--- src/core_pkg.sv ---
// Core widths, opcodes, funct3 codes, ALU operations and stage payload types
package core_pkg;

  // Datapath and register index widths
  localparam int xlen      = 32;
  localparam int reg_idx_w = 5;

  // Instruction store geometry, in words
  localparam int imem_depth  = 64;
  localparam int imem_addr_w = 6;

  typedef logic [xlen-1:0]      word_t;
  typedef logic [reg_idx_w-1:0] reg_idx_t;

  // RV32I opcodes that the core executes
  localparam logic [6:0] opc_op     = 7'b0110011;
  localparam logic [6:0] opc_op_imm = 7'b0010011;

  // funct3 codes shared by register and immediate forms
  localparam logic [2:0] f3_add_sub = 3'b000;
  localparam logic [2:0] f3_xor     = 3'b100;
  localparam logic [2:0] f3_or      = 3'b110;
  localparam logic [2:0] f3_and     = 3'b111;

  typedef enum logic [2:0] {
    alu_add,
    alu_sub,
    alu_and,
    alu_or,
    alu_xor
  } alu_op_e;

  // Raw operation fields handed from decode to the ALU control
  typedef struct packed {
    logic       is_reg;
    logic       funct7_5;
    logic [2:0] funct3;
  } alu_fn_t;

  typedef struct packed {
    word_t pc;
    word_t instr;
  } fetch_pl_t;

  typedef struct packed {
    word_t    opnd_a;
    word_t    opnd_b;
    alu_fn_t  fn;
    reg_idx_t rd;
    logic     reg_write;
  } exec_pl_t;

  typedef struct packed {
    reg_idx_t rd;
    word_t    result;
    logic     reg_write;
  } wb_pl_t;

endpackage

--- src/rf_if.sv ---
// Register file bus with two read ports, one write port and their modports
`timescale 1ns/1ps

interface rf_if;
  core_pkg::reg_idx_t rd_idx_1;
  core_pkg::reg_idx_t rd_idx_2;
  core_pkg::word_t    rd_data_1;
  core_pkg::word_t    rd_data_2;
  logic               wr_en;
  core_pkg::reg_idx_t wr_idx;
  core_pkg::word_t    wr_data;

  modport decoder (
    output rd_idx_1, rd_idx_2,
    input  rd_data_1, rd_data_2
  );

  modport regfile (
    input  rd_idx_1, rd_idx_2, wr_en, wr_idx, wr_data,
    output rd_data_1, rd_data_2
  );
endinterface

--- src/decode_unit.sv ---
// Control decode, immediate extension, operand select and hazard stall
`timescale 1ns/1ps

module decode_unit (
  input  logic                in_valid,
  input  core_pkg::fetch_pl_t in_pl,
  rf_if.decoder               rf,
  input  logic                ex_valid,
  input  core_pkg::reg_idx_t  ex_rd,
  input  logic                ex_reg_write,
  output logic                stall,
  output core_pkg::exec_pl_t  out_pl
);

  logic [6:0]         opcode;
  logic [2:0]         funct3;
  core_pkg::reg_idx_t rs1;
  core_pkg::reg_idx_t rs2;
  core_pkg::reg_idx_t rd;
  logic               is_reg;
  logic               is_imm;
  logic               funct_ok;
  core_pkg::word_t    imm;
  logic               hit_1;
  logic               hit_2;

  // Instruction fields
  assign opcode = in_pl.instr[6:0];
  assign rd     = in_pl.instr[11:7];
  assign funct3 = in_pl.instr[14:12];
  assign rs1    = in_pl.instr[19:15];
  assign rs2    = in_pl.instr[24:20];

  assign is_reg = (opcode == core_pkg::opc_op);
  assign is_imm = (opcode == core_pkg::opc_op_imm);

  // Shifts and compares are not implemented, so they write nothing
  always_comb
  begin
    case (funct3)
      core_pkg::f3_add_sub,
      core_pkg::f3_xor,
      core_pkg::f3_or,
      core_pkg::f3_and: funct_ok = 1'b1;
      default:          funct_ok = 1'b0;
    endcase
  end

  // I-type immediate, bits 31 to 20
  assign imm = {{(core_pkg::xlen-12){in_pl.instr[31]}}, in_pl.instr[31:20]};

  assign rf.rd_idx_1 = rs1;
  assign rf.rd_idx_2 = rs2;

  always_comb
  begin
    out_pl.opnd_a      = rf.rd_data_1;
    out_pl.opnd_b      = is_imm ? imm : rf.rd_data_2;
    out_pl.fn.is_reg   = is_reg;
    out_pl.fn.funct7_5 = in_pl.instr[30];
    out_pl.fn.funct3   = funct3;
    out_pl.rd          = rd;
    out_pl.reg_write   = (is_reg || is_imm) && funct_ok;
  end

  // rs2 is a source only for register ops
  assign hit_1 = (is_reg || is_imm) && (rs1 == ex_rd);
  assign hit_2 = is_reg && (rs2 == ex_rd);

  // Result lands in the register file one cycle later and is read through
  assign stall = in_valid && ex_valid && ex_reg_write && (ex_rd != '0) && (hit_1 || hit_2);

endmodule

--- src/flat_wrapper.sv ---
// flat-port wrapper written by rule: the top's interface ports become plain ports
module decode_unit_flat 
  (in_valid, in_pl, ex_valid, ex_rd, ex_reg_write, stall, out_pl, rf_rd_idx_1, rf_rd_idx_2, rf_rd_data_1, rf_rd_data_2);
  rf_if rf_i ();
  input  logic in_valid;
  input  core_pkg::fetch_pl_t in_pl;
  input  logic ex_valid;
  input  core_pkg::reg_idx_t ex_rd;
  input  logic ex_reg_write;
  output logic stall;
  output core_pkg::exec_pl_t out_pl;
  output wire logic [$bits(rf_i.rd_idx_1)-1:0] rf_rd_idx_1;
  output wire logic [$bits(rf_i.rd_idx_2)-1:0] rf_rd_idx_2;
  input wire logic [$bits(rf_i.rd_data_1)-1:0] rf_rd_data_1;
  input wire logic [$bits(rf_i.rd_data_2)-1:0] rf_rd_data_2;
  assign rf_rd_idx_1 = rf_i.rd_idx_1;
  assign rf_rd_idx_2 = rf_i.rd_idx_2;
  assign rf_i.rd_data_1 = rf_rd_data_1;
  assign rf_i.rd_data_2 = rf_rd_data_2;
  decode_unit u_core (.in_valid(in_valid), .in_pl(in_pl), .rf(rf_i), .ex_valid(ex_valid), .ex_rd(ex_rd), .ex_reg_write(ex_reg_write), .stall(stall), .out_pl(out_pl));
endmodule
--- config.mk ---
export PLATFORM = sky130hd
export DESIGN_NAME = decode_unit_flat
export DESIGN_NICKNAME = d
export VERILOG_FILES = /design/src/core_pkg.sv /design/src/rf_if.sv /design/src/decode_unit.sv /design/src/flat_wrapper.sv
export SDC_FILE = /design/constraint.sdc
export NUM_CORES = 1
export LEC_CHECK = 0
export BUFFER_PORTS_ARGS = -buffer_cell sky130_fd_sc_hd__buf_2
export CAP_MARGIN = 20
export CELL_PAD_IN_SITES_DETAIL_PLACEMENT = 1
export CELL_PAD_IN_SITES_GLOBAL_PLACEMENT = 2
export CORE_ASPECT_RATIO = 1.75
export CORE_MARGIN = 8
export CORE_UTILIZATION = 10
export DETAILED_ROUTE_END_ITERATION = 12
export GPL_ROUTABILITY_DRIVEN = 0
export PLACE_DENSITY_LB_ADDON = 0.1
export SLEW_MARGIN = 20
export SYNTH_ARGS = -nofsm -noshare
export SYNTH_HDL_FRONTEND = slang
export SYNTH_SLANG_ARGS = --single-unit
--- constraint.sdc ---
create_clock -name vclk -period 3.3
set_input_delay 0.495 -clock vclk [all_inputs]
set_output_delay 0.495 -clock vclk [all_outputs]
set_load 0.005 [all_outputs]
; Yosys cells after proc, flatten, opt, wreduce, memory -nomap -nowiden
; Cells that the tools add are included.
[totals]
register_bits = 0
in_bits = 136
out_inout_bits = 86
wordCells = 21
[op_classes]
eq_ne = 7
muxes = 2
reduce_logical = 12
[ops]
columns = operator, n
row1 = 2-to-1 mux 32 bit, 1
row2 = equality test 5 bit, 2
row3 = "equality test 3 bit, second input constant", 3
row4 = "equality test 7 x 5 -> 1 bit, second input constant", 1
row5 = "equality test 7 x 6 -> 1 bit, second input constant", 1
row6 = logical AND 1 bit, 7
row7 = nonzero test 5 bit, 1
row8 = OR reduction 4 bit, 1
row9 = zero test 3 bit, 1
row10 = logical OR 1 bit, 2
row11 = 2-to-1 mux 1 bit, 1

; Longest topological paths before layout
; Gate-level depths: netlist (run 1).
[depth]
word_depth = 5
depth_mapped = 5
depth_no_buf = 4

; Worst setup path before layout (run 1)
; OpenSTA, ideal clock, no wires.
[synth_path]
path_type = input to output
startpoint = in in_pl[6] in the netlist's numbering
endpoint = out out_pl[13] in the netlist's numbering
t_arrival_ps = 1468
t_required_ps = 2805
setup_slack_ps = 1337
stages = 4
path_buffers = 1
path_cell_list = nor4b_4 nand4_2 buf_6 mux2_4
[synth_rtl]
columns = element, line_no
row1 = start: declaration, flat_wrapper.sv:6  ; input core_pkg::fetch_pl_t in_pl;
row2 = end: declaration, flat_wrapper.sv:11  ; output core_pkg::exec_pl_t out_pl;

==> out/metrics.csv, run 1 <==
stage,metric,value,unit
die,die_w,89.4,um
finish,design_area,1270,um^2
detailed_routing,wirelength,4650,um
finish,final_common_cell,buf_2,
sta,fin_crit_sh,74.1,%
status,status,completed,
synth,synth_largest_area_cell,buf_4,
synth,synth_seq_area_share,0,%
die,core,9350,um^2
finish,nNetsFinal,317,
die,start_util,10.1,%
critical_path,required,2.80,ns
synth,synth_area,943,um^2
sta,tns,0,ns
global_routing,grt_max_degree,34,
synth,postSynthNetCount,254,
power_and_ir_drop,p_comb_share,100.0,%
sta,clock.fmax,409,MHz
worst_hold_path,hp-class,in2out,
critical_path,crit_path_start,in_pl[6],
detailed_routing,wl_per_cell,15.5,um
finish,drive_gt1_share,73.2,%
flow_run,maxCapViolCount,0,
detailed_routing,route.detailed.drc,0,
detailed_routing,drtAntennaViolNets,0,
critical_path,critPathCaptureType,primary output,
finish,nClkBuffers,0,
finish,regArea,0,um^2
clock_network,hold_buffers,0,
placement,portBuffers,116,
sta,layout_setup_ws,0.855,ns
global_routing,globalRouteOverflowTotal,0,
global_routing,grt_pass1_vias,1198,
sta,whs,0.990,ns
power_and_ir_drop,p_seq_share,0,%
global_routing,met2_usage,14.9,%
synth,syn_avg_cell_area,7.99,um^2
sta,rsz0062_at_grt,no,
power_and_ir_drop,powerDensity,98.5,nW/um^2
global_routing,groute.usage.overall,6.79,%
synth,synthCells,118,
synth,synth-warning-count,0,
power_and_ir_drop,p_leak,0.798,nW
global_routing,grt_util_met1,4.81,%
die,chipHeight,144,um
power_and_ir_drop,irDropWorstVdd,0.0214,mV
sta,hold_violations,0,
detailed_routing,drt_iter0_drc,10,
global_routing,grt_first_pass_wirelength,6560,um
placement,hpwlAfterDp,4310,um
detailed_routing,num_vias,1011,
die,die_area,12900,um^2
sta,tightestPinTransition,0.426,ns
critical_path,crit_type,in2out,
critical_path,cp.arrival,1.95,ns
die,io_pins,222,
power_and_ir_drop,p_switching,0.0508,mW
sta,setup_violations,0,
power_and_ir_drop,internal_power,0.0741,mW
global_routing,gr-max-usage-layer,met2,
power_and_ir_drop,switching_share,40.7,%
clock_network,post-cts-setup-buffer-count,0,
clock_network,cts_resized,0,
placement,dpl_worst_slack,0.806,ns
finish,area_delta_synth_final,34.4,%
finish,design.seq.count,0,
placement,dpl-instance-area,1270,um^2
sta,drv_slew,0,
synth,yosys-top-cells-area,"buf_4 43%, a21o_1 17%, mux2_4 14%",
power_and_ir_drop,clockPowerShare,0,%
critical_path,crit_path_max_fanout,33,
global_routing,grt_antenna_before_repair,0,
finish,antenna_cells,0,
finish,mostFrequentLayoutCells,"116 x buf_2, 21 x a21o_1, 9 x mux2_4",
sta,maxSlewHeadroom,71.6,%
detailed_routing,avgViaCountPerCell,3.36,
die,rows,47,
critical_path,endpoint,out_pl[37],
finish,num-fill-cells,1151,
synth,netlist.area_leader.share,43.0,%
critical_path,startpoint_type,input pin,
global_routing,use_met3,3.02,%
synth,synth_cell_type_count,19,
sta,period_needed,2.44,ns
detailed_routing,firstDrtPassIters,2,
[cells in the mapped netlist (all sizes together) (2+ instances only)]
master / count
clkbuf: 2
nor2: 5
nand3: 3
buf: 55
xnor2: 3
nor3: 2
xor2: 7
nand4: 2
a21o: 21
mux2: 11
inv: 2
[per-stage QoR]
step | cells | util (%) | power (mW)
final | 301 | 13.6 | 0.125
after global routing | 301 | 13.6 | 0.138
after CTS | 301 | 13.6 | 0.130
after detailed placement | 301 | 13.6 | 0.129
after global placement | 301 | 13.6 | 0.128
after floorplan | 118 | - | 0.0913
[layout make-up]
cell class	count	area, um^2	area share, %
timing repair buffer	118	596	47.0
inverter	2	7.51	0.592
multi-input combinational	59	512	40.4
tap	122	153	12.0
[worst min-delay path by stage]
stage                            end  cells past startpoint             start
final                     out_pl[58]                      0  rf_rd_data_1[15]
after global routing      out_pl[58]                      0  rf_rd_data_1[15]
after floorplan            out_pl[1]                      1          in_pl[7]
after global placement    out_pl[53]                      0  rf_rd_data_1[10]
after CTS                 out_pl[53]                      0  rf_rd_data_1[10]
after detailed placement  out_pl[53]                      0  rf_rd_data_1[10]
[per-layer routing]
metal,up-vias,wire length [um],share of wire [%]
met4,0,51,1.1
met1,456,1220,26
met3,8,586,13
met2,80,2800,60
met5,-,0,0
li1,467,-,-
[cell families after synthesis]
family	Yosys count	share of synthesized area, %
multiplexers	11	16.7
AND/OR/NAND/NOR	15	10.2
AO/OA/AOI/OAI	23	18.0
XOR/XNOR	10	9.28
buffers and inverters	59	45.8
[critical path, stage by stage]
cell and delay (ns):
buf_2 0.12, nor4b_4 0.31, nand4_2 0.13, buf_4 0.26, nor2_1 0.14, buf_4 0.25, a21o_1 0.11, buf_2 0.12
[power by group through the flow]
stage / Clock [mW] / Sequential [mW] / Combinational (mW)
2_1_floorplan: 0 / 0 / 0.0913
3_3_place_gp: 0 / 0 / 0.128
3_5_place_dp: 0 / 0 / 0.129
4_1_cts: 0 / 0 / 0.130
5_1_grt: 0 / 0 / 0.138
6_report: 0 / 0 / 0.125
No activity file was read; power rests on OpenSTA's default activity.
==> inputs of run 2 (changes only) <==
clock period = 2.4 ns   (was 3.3 ns; I/O delays follow)
==> out/metrics.csv, run 2 (synthesis gave the netlist of run 1 again) <==
stage,metric,value,unit,change
critical_path,crit_chain,buf_2 -> nor4b_4 -> nand4_2 -> buf_12 -> nor2_1 -> buf_4 -> a21o_1 -> buf_2,,
sta,tns,0,ns,unchanged
power_and_ir_drop,p_leak,0.804,nW,+0.81%
finish,multi_input_area,512,um^2,unchanged
detailed_routing,wirelength,4680,um,+0.58%
placement,hpwlAfterDp,4370,um,+1.2%
flow_run,maxCapViolCount,0,,unchanged
die,die_w,89.4,um,unchanged
detailed_routing,route.detailed.drc,0,,unchanged
power_and_ir_drop,power,0.171,mW,+37%
critical_path,startpoint_type,input pin,,
global_routing,grt_antenna_before_repair,0,,unchanged
sta,period_needed,2.14,ns,
finish,area_delta_synth_final,35.7,%,
sta,rsz0062_at_grt,no,,
placement,dpl-instance-area,1280,um^2,+0.99%
global_routing,grt_max_degree,33,,-2.9%
detailed_routing,dr_wl_met3,592,um,+1.0%
finish,design.seq.count,0,,unchanged
global_routing,groute.usage.overall,6.89,%,+0.10 points
detailed_routing,firstDrtPassIters,4,,+2
power_and_ir_drop,irDropWorstVdd,0.0277,mV,+29%
die,io_pins,222,,unchanged
sta,layout_setup_ws,0.257,ns,-0.599 ns
global_routing,grt_pass1_vias,1243,,+3.8%
critical_path,critPathMaxStageDelay,0.30,ns,about the same
sta,setup_violations,0,,unchanged
clock_network,cts_resized,0,,unchanged
detailed_routing,drt_iter0_drc,13,,+3
finish,regArea,0,um^2,unchanged
placement,portBuffers,116,,unchanged
finish,antenna_cells,0,,unchanged
clock_network,hold_buffers,0,,unchanged
power_and_ir_drop,powerDensity,134,nW/um^2,+36%
detailed_routing,wl_met1,1190,um,-2.1%
die,rows,47,,unchanged
detailed_routing,wl_per_cell,15.5,um,+0.58%
placement,dpl_worst_slack,0.206,ns,-0.600 ns
critical_path,cp.arrival,1.78,ns,-0.17 ns
die,chipHeight,144,um,unchanged
sta,hold_violations,0,,unchanged
critical_path,crit_type,in2out,,
sta,whs,0.720,ns,-0.270 ns
detailed_routing,dr_wl_met2,2840,um,+1.5%
status,status,completed,,
global_routing,grt_first_pass_wirelength,6730,um,+2.7%
critical_path,cp_slowest_cell,nor4b_4,,
finish,stdcell_count,301,,unchanged
critical_path,required,2.04,ns,-0.76 ns
die,start_util,10.1,%,unchanged
finish,num-fill-cells,1167,,+1.4%
finish,design_area,1280,um^2,+0.99%
clock_network,post-cts-setup-buffer-count,0,,unchanged
sta,tightestPinTransition,0.369,ns,-0.0566 ns
detailed_routing,highest_layer,met4,,
sta,fin_crit_sh,89.3,%,
detailed_routing,avgViaCountPerCell,3.38,,+0.59%
die,die_area,12900,um^2,unchanged
worst_hold_path,hp-class,in2out,,
global_routing,globalRouteOverflowTotal,0,,unchanged
sta,clock.fmax,467,MHz,
sta,drv_slew,0,,unchanged
sta,maxSlewHeadroom,75.2,%,+3.5 points
finish,final_common_cell,buf_2,,
finish,fin_util,13.7,%,+0.13 points
finish,nNetsFinal,317,,unchanged
finish,nClkBuffers,0,,unchanged
finish,drive_gt1_share,73.2,%,unchanged
detailed_routing,num_vias,1017,,+0.59%
detailed_routing,drtAntennaViolNets,0,,unchanged
placement,dp_cells,301,,unchanged
die,core,9350,um^2,unchanged
critical_path,crit_path_max_fanout,32,,-3.0%
finish,mostFrequentLayoutCells,"116 x buf_2, 21 x a21o_1, 9 x mux2_4",,
critical_path,critPathCaptureType,primary output,,
critical_path,crit_top_cell,buf_2,,
[run 2: cell types whose count changed in the layout (fill, tap and decap cells not counted)]
cell    delta
buf_12     +1
buf_4      -1
[run 2: report_power, final]
group	internal, mW	switching [mW]	total (mW)
Clock	0	0	0
Sequential	0	0	0
Combinational	0.102	0.0694	0.171
Total	0.102	0.0694	0.171
[run 2: area by class of cell]
| cell class | count | area share (%) |
|---|---|---|
| well taps | 122 | 11.9 |
| multi-input cells | 59 | 40.0 |
| repair buffers | 118 | 47.5 |
| inverters | 2 | 0.587 |
[run 2: worst paths after layout]
check | startpoint | cells after the start | slack (ns) | end
worst max-delay path | in_pl[6] | 8 | 0.26 | out_pl[39]
worst min-delay path | rf_rd_data_1[3] | 0 | 0.72 | out_pl[46]
[run 2: per-layer routing]
layer	GRT usage [%]	vias up
li1	-	467
met1	4.78	460
met2	15.2	80
met3	3.07	10
met4	1.06	0
met5	0	-
[run 2: worst max-delay path: cells and delay by family]
family	cells	cell delay [ns]
and+or+nand+nor	3	0.60
AOI/OAI and AO/OA	1	0.12
buffers and inverters	4	0.69
==> inputs of run 3 (changes only) <==
RECOVER_POWER = 100   (was not set)
==> out/metrics.csv, run 3 (synthesis gave the netlist of run 1 again) <==
stage,metric,value,unit,change
status,status,completed,,
placement,hpwlAfterDp,4370,um,unchanged
die,die_w,89.4,um,unchanged
critical_path,crit_type,in2out,,
sta,tns,0,ns,unchanged
finish,drive_gt1_share,52.0,%,-21 points
finish,mostFrequentLayoutCells,"84 x buf_2, 31 x clkbuf_1, 21 x a21o_1",,
finish,design_area,1210,um^2,-5.1%
die,rows,47,,unchanged
die,chipHeight,144,um,unchanged
detailed_routing,avgViaCountPerCell,3.38,,unchanged
global_routing,globalRouteOverflowTotal,0,,unchanged
flow_run,maxCapViolCount,0,,unchanged
sta,hold_violations,0,,unchanged
finish,regArea,0,um^2,unchanged
sta,setup_violations,0,,unchanged
power_and_ir_drop,p_switching,0.0688,mW,-0.83%
worst_hold_path,holdPathEnd,out_pl[46],,
die,io_pins,222,,unchanged
die,die_area,12900,um^2,unchanged
global_routing,grt_antenna_before_repair,0,,unchanged
sta,drv_slew,0,,unchanged
power_and_ir_drop,p_comb_share,100.0,%,about the same
finish,final_common_cell,buf_2,,
finish,area_delta_synth_final,28.8,%,
global_routing,grt_pass1_vias,1243,,unchanged
placement,portBuffers,116,,unchanged
detailed_routing,wl_per_cell,15.5,um,-0.62%
sta,period_needed,2.19,ns,+0.0425 ns
finish,num-fill-cells,1163,,-0.34%
power_and_ir_drop,powerDensity,132,nW/um^2,-1.6%
sta,clock.fmax,457,MHz,-1.9%
critical_path,cp.arrival,1.83,ns,+0.05 ns
power_and_ir_drop,clockPowerShare,0,%,unchanged
detailed_routing,num_vias,1017,,unchanged
sta,rsz0062_at_grt,no,,
worst_hold_path,hp-class,in2out,,
sta,layout_setup_ws,0.214,ns,-0.0425 ns
detailed_routing,route.detailed.drc,0,,unchanged
placement,dpl_worst_slack,0.206,ns,unchanged
critical_path,required,2.04,ns,about the same
critical_path,startpoint_type,input pin,,
clock_network,post-cts-setup-buffer-count,0,,unchanged
worst_hold_path,worstHoldStart,rf_rd_data_1[3],,
global_routing,grt_max_degree,33,,unchanged
critical_path,critPathCaptureType,primary output,,
clock_network,hold_buffers,0,,unchanged
power_and_ir_drop,p_leak,0.677,nW,-16%
clock_network,cts_resized,0,,unchanged
sta,maxSlewHeadroom,75.2,%,about the same
finish,nNetsFinal,317,,unchanged
sta,tightestPinTransition,0.369,ns,-0.0000697 ns
worst_hold_path,min_delay_path_depth,0,,unchanged
global_routing,grt_first_pass_wirelength,6730,um,unchanged
power_and_ir_drop,internal_power,0.0913,mW,-11%
power_and_ir_drop,switching_share,43.0,%,+2.5 points
finish,nClkBuffers,0,,unchanged
finish,antenna_cells,0,,unchanged
sta,fin_crit_sh,91.1,%,+1.8 points
power_and_ir_drop,irDropWorstVdd,0.0263,mV,-5.2%
placement,dpl-instance-area,1280,um^2,unchanged
detailed_routing,firstDrtPassIters,4,,unchanged
detailed_routing,drtAntennaViolNets,0,,unchanged
die,core,9350,um^2,unchanged
detailed_routing,drt_iter0_drc,12,,-1
power_and_ir_drop,p_seq_share,0,%,unchanged
finish,design.seq.count,0,,unchanged
power_and_ir_drop,power,0.160,mW,-6.6%
die,start_util,10.1,%,unchanged
global_routing,groute.usage.overall,6.89,%,unchanged
critical_path,crit_path_max_fanout,32,,unchanged
detailed_routing,wirelength,4650,um,-0.62%
-- run 3: cell types whose count changed in the layout (fill, tap and decap cells not counted) --
cell,previous run,this run
clkbuf_1,0,31
buf_1,0,1
nand4_1,1,2
mux2_1,0,5
buf_2,116,84
mux2_4,9,4
nand4_2,1,0
-- run 3: critical path, stage by stage --
cell and delay [ns]:
clkbuf_1 0.10, nor4b_4 0.29, nand4_1 0.23, buf_12 0.24, nor2_1 0.10, buf_4 0.25
a21o_1 0.11, clkbuf_1 0.12
-- run 3: worst max path at each step --
stage | start | end | slack, ns | depth (start not counted)
after floorplan | in_pl[6] | out_pl[13] | 0.71 | 4
after global placement | in_pl[6] | out_pl[41] | 0.22 | 8
after detailed placement | in_pl[6] | out_pl[37] | 0.21 | 8
after CTS | in_pl[6] | out_pl[37] | 0.21 | 8
after global routing | in_pl[6] | out_pl[38] | 0.06 | 8
final | in_pl[6] | out_pl[36] | 0.21 | 8
-- run 3: stage by stage --
stage / instances / utilization, % / hold slack (ns)
finish: 301 / 13.0 / 0.720
global placement: 301 / 13.7 / 0.720
CTS: 301 / 13.7 / 0.720
detailed placement: 301 / 13.7 / 0.720
floorplan: 118 / - / 0.801
global route: 301 / 13.0 / 0.720
-- run 3: power by group through the flow --
stage                     sequential (mW)  clock (mW)  combinational (mW)
after floorplan                         0           0               0.126
after global placement                  0           0               0.177
after detailed placement                0           0               0.178
after CTS                               0           0               0.178
after global routing                    0           0               0.179
final                                   0           0               0.160
-- run 3: cell type report --
cell class	count	area, um^2	area share, %
well taps	122	153	12.6
repair buffers	118	568	46.8
multi-input cells	59	487	40.1
inverters	2	7.51	0.618
-- run 3: routing by layer --
metal | vias to the layer above | part of all wire (%) | global-route usage, %
li1 | 466 | - | -
met1 | 461 | 25 | 4.78
met2 | 80 | 61 | 15.2
met3 | 10 | 13 | 3.07
met4 | 0 | 1.2 | 1.06
met5 | - | 0 | 0
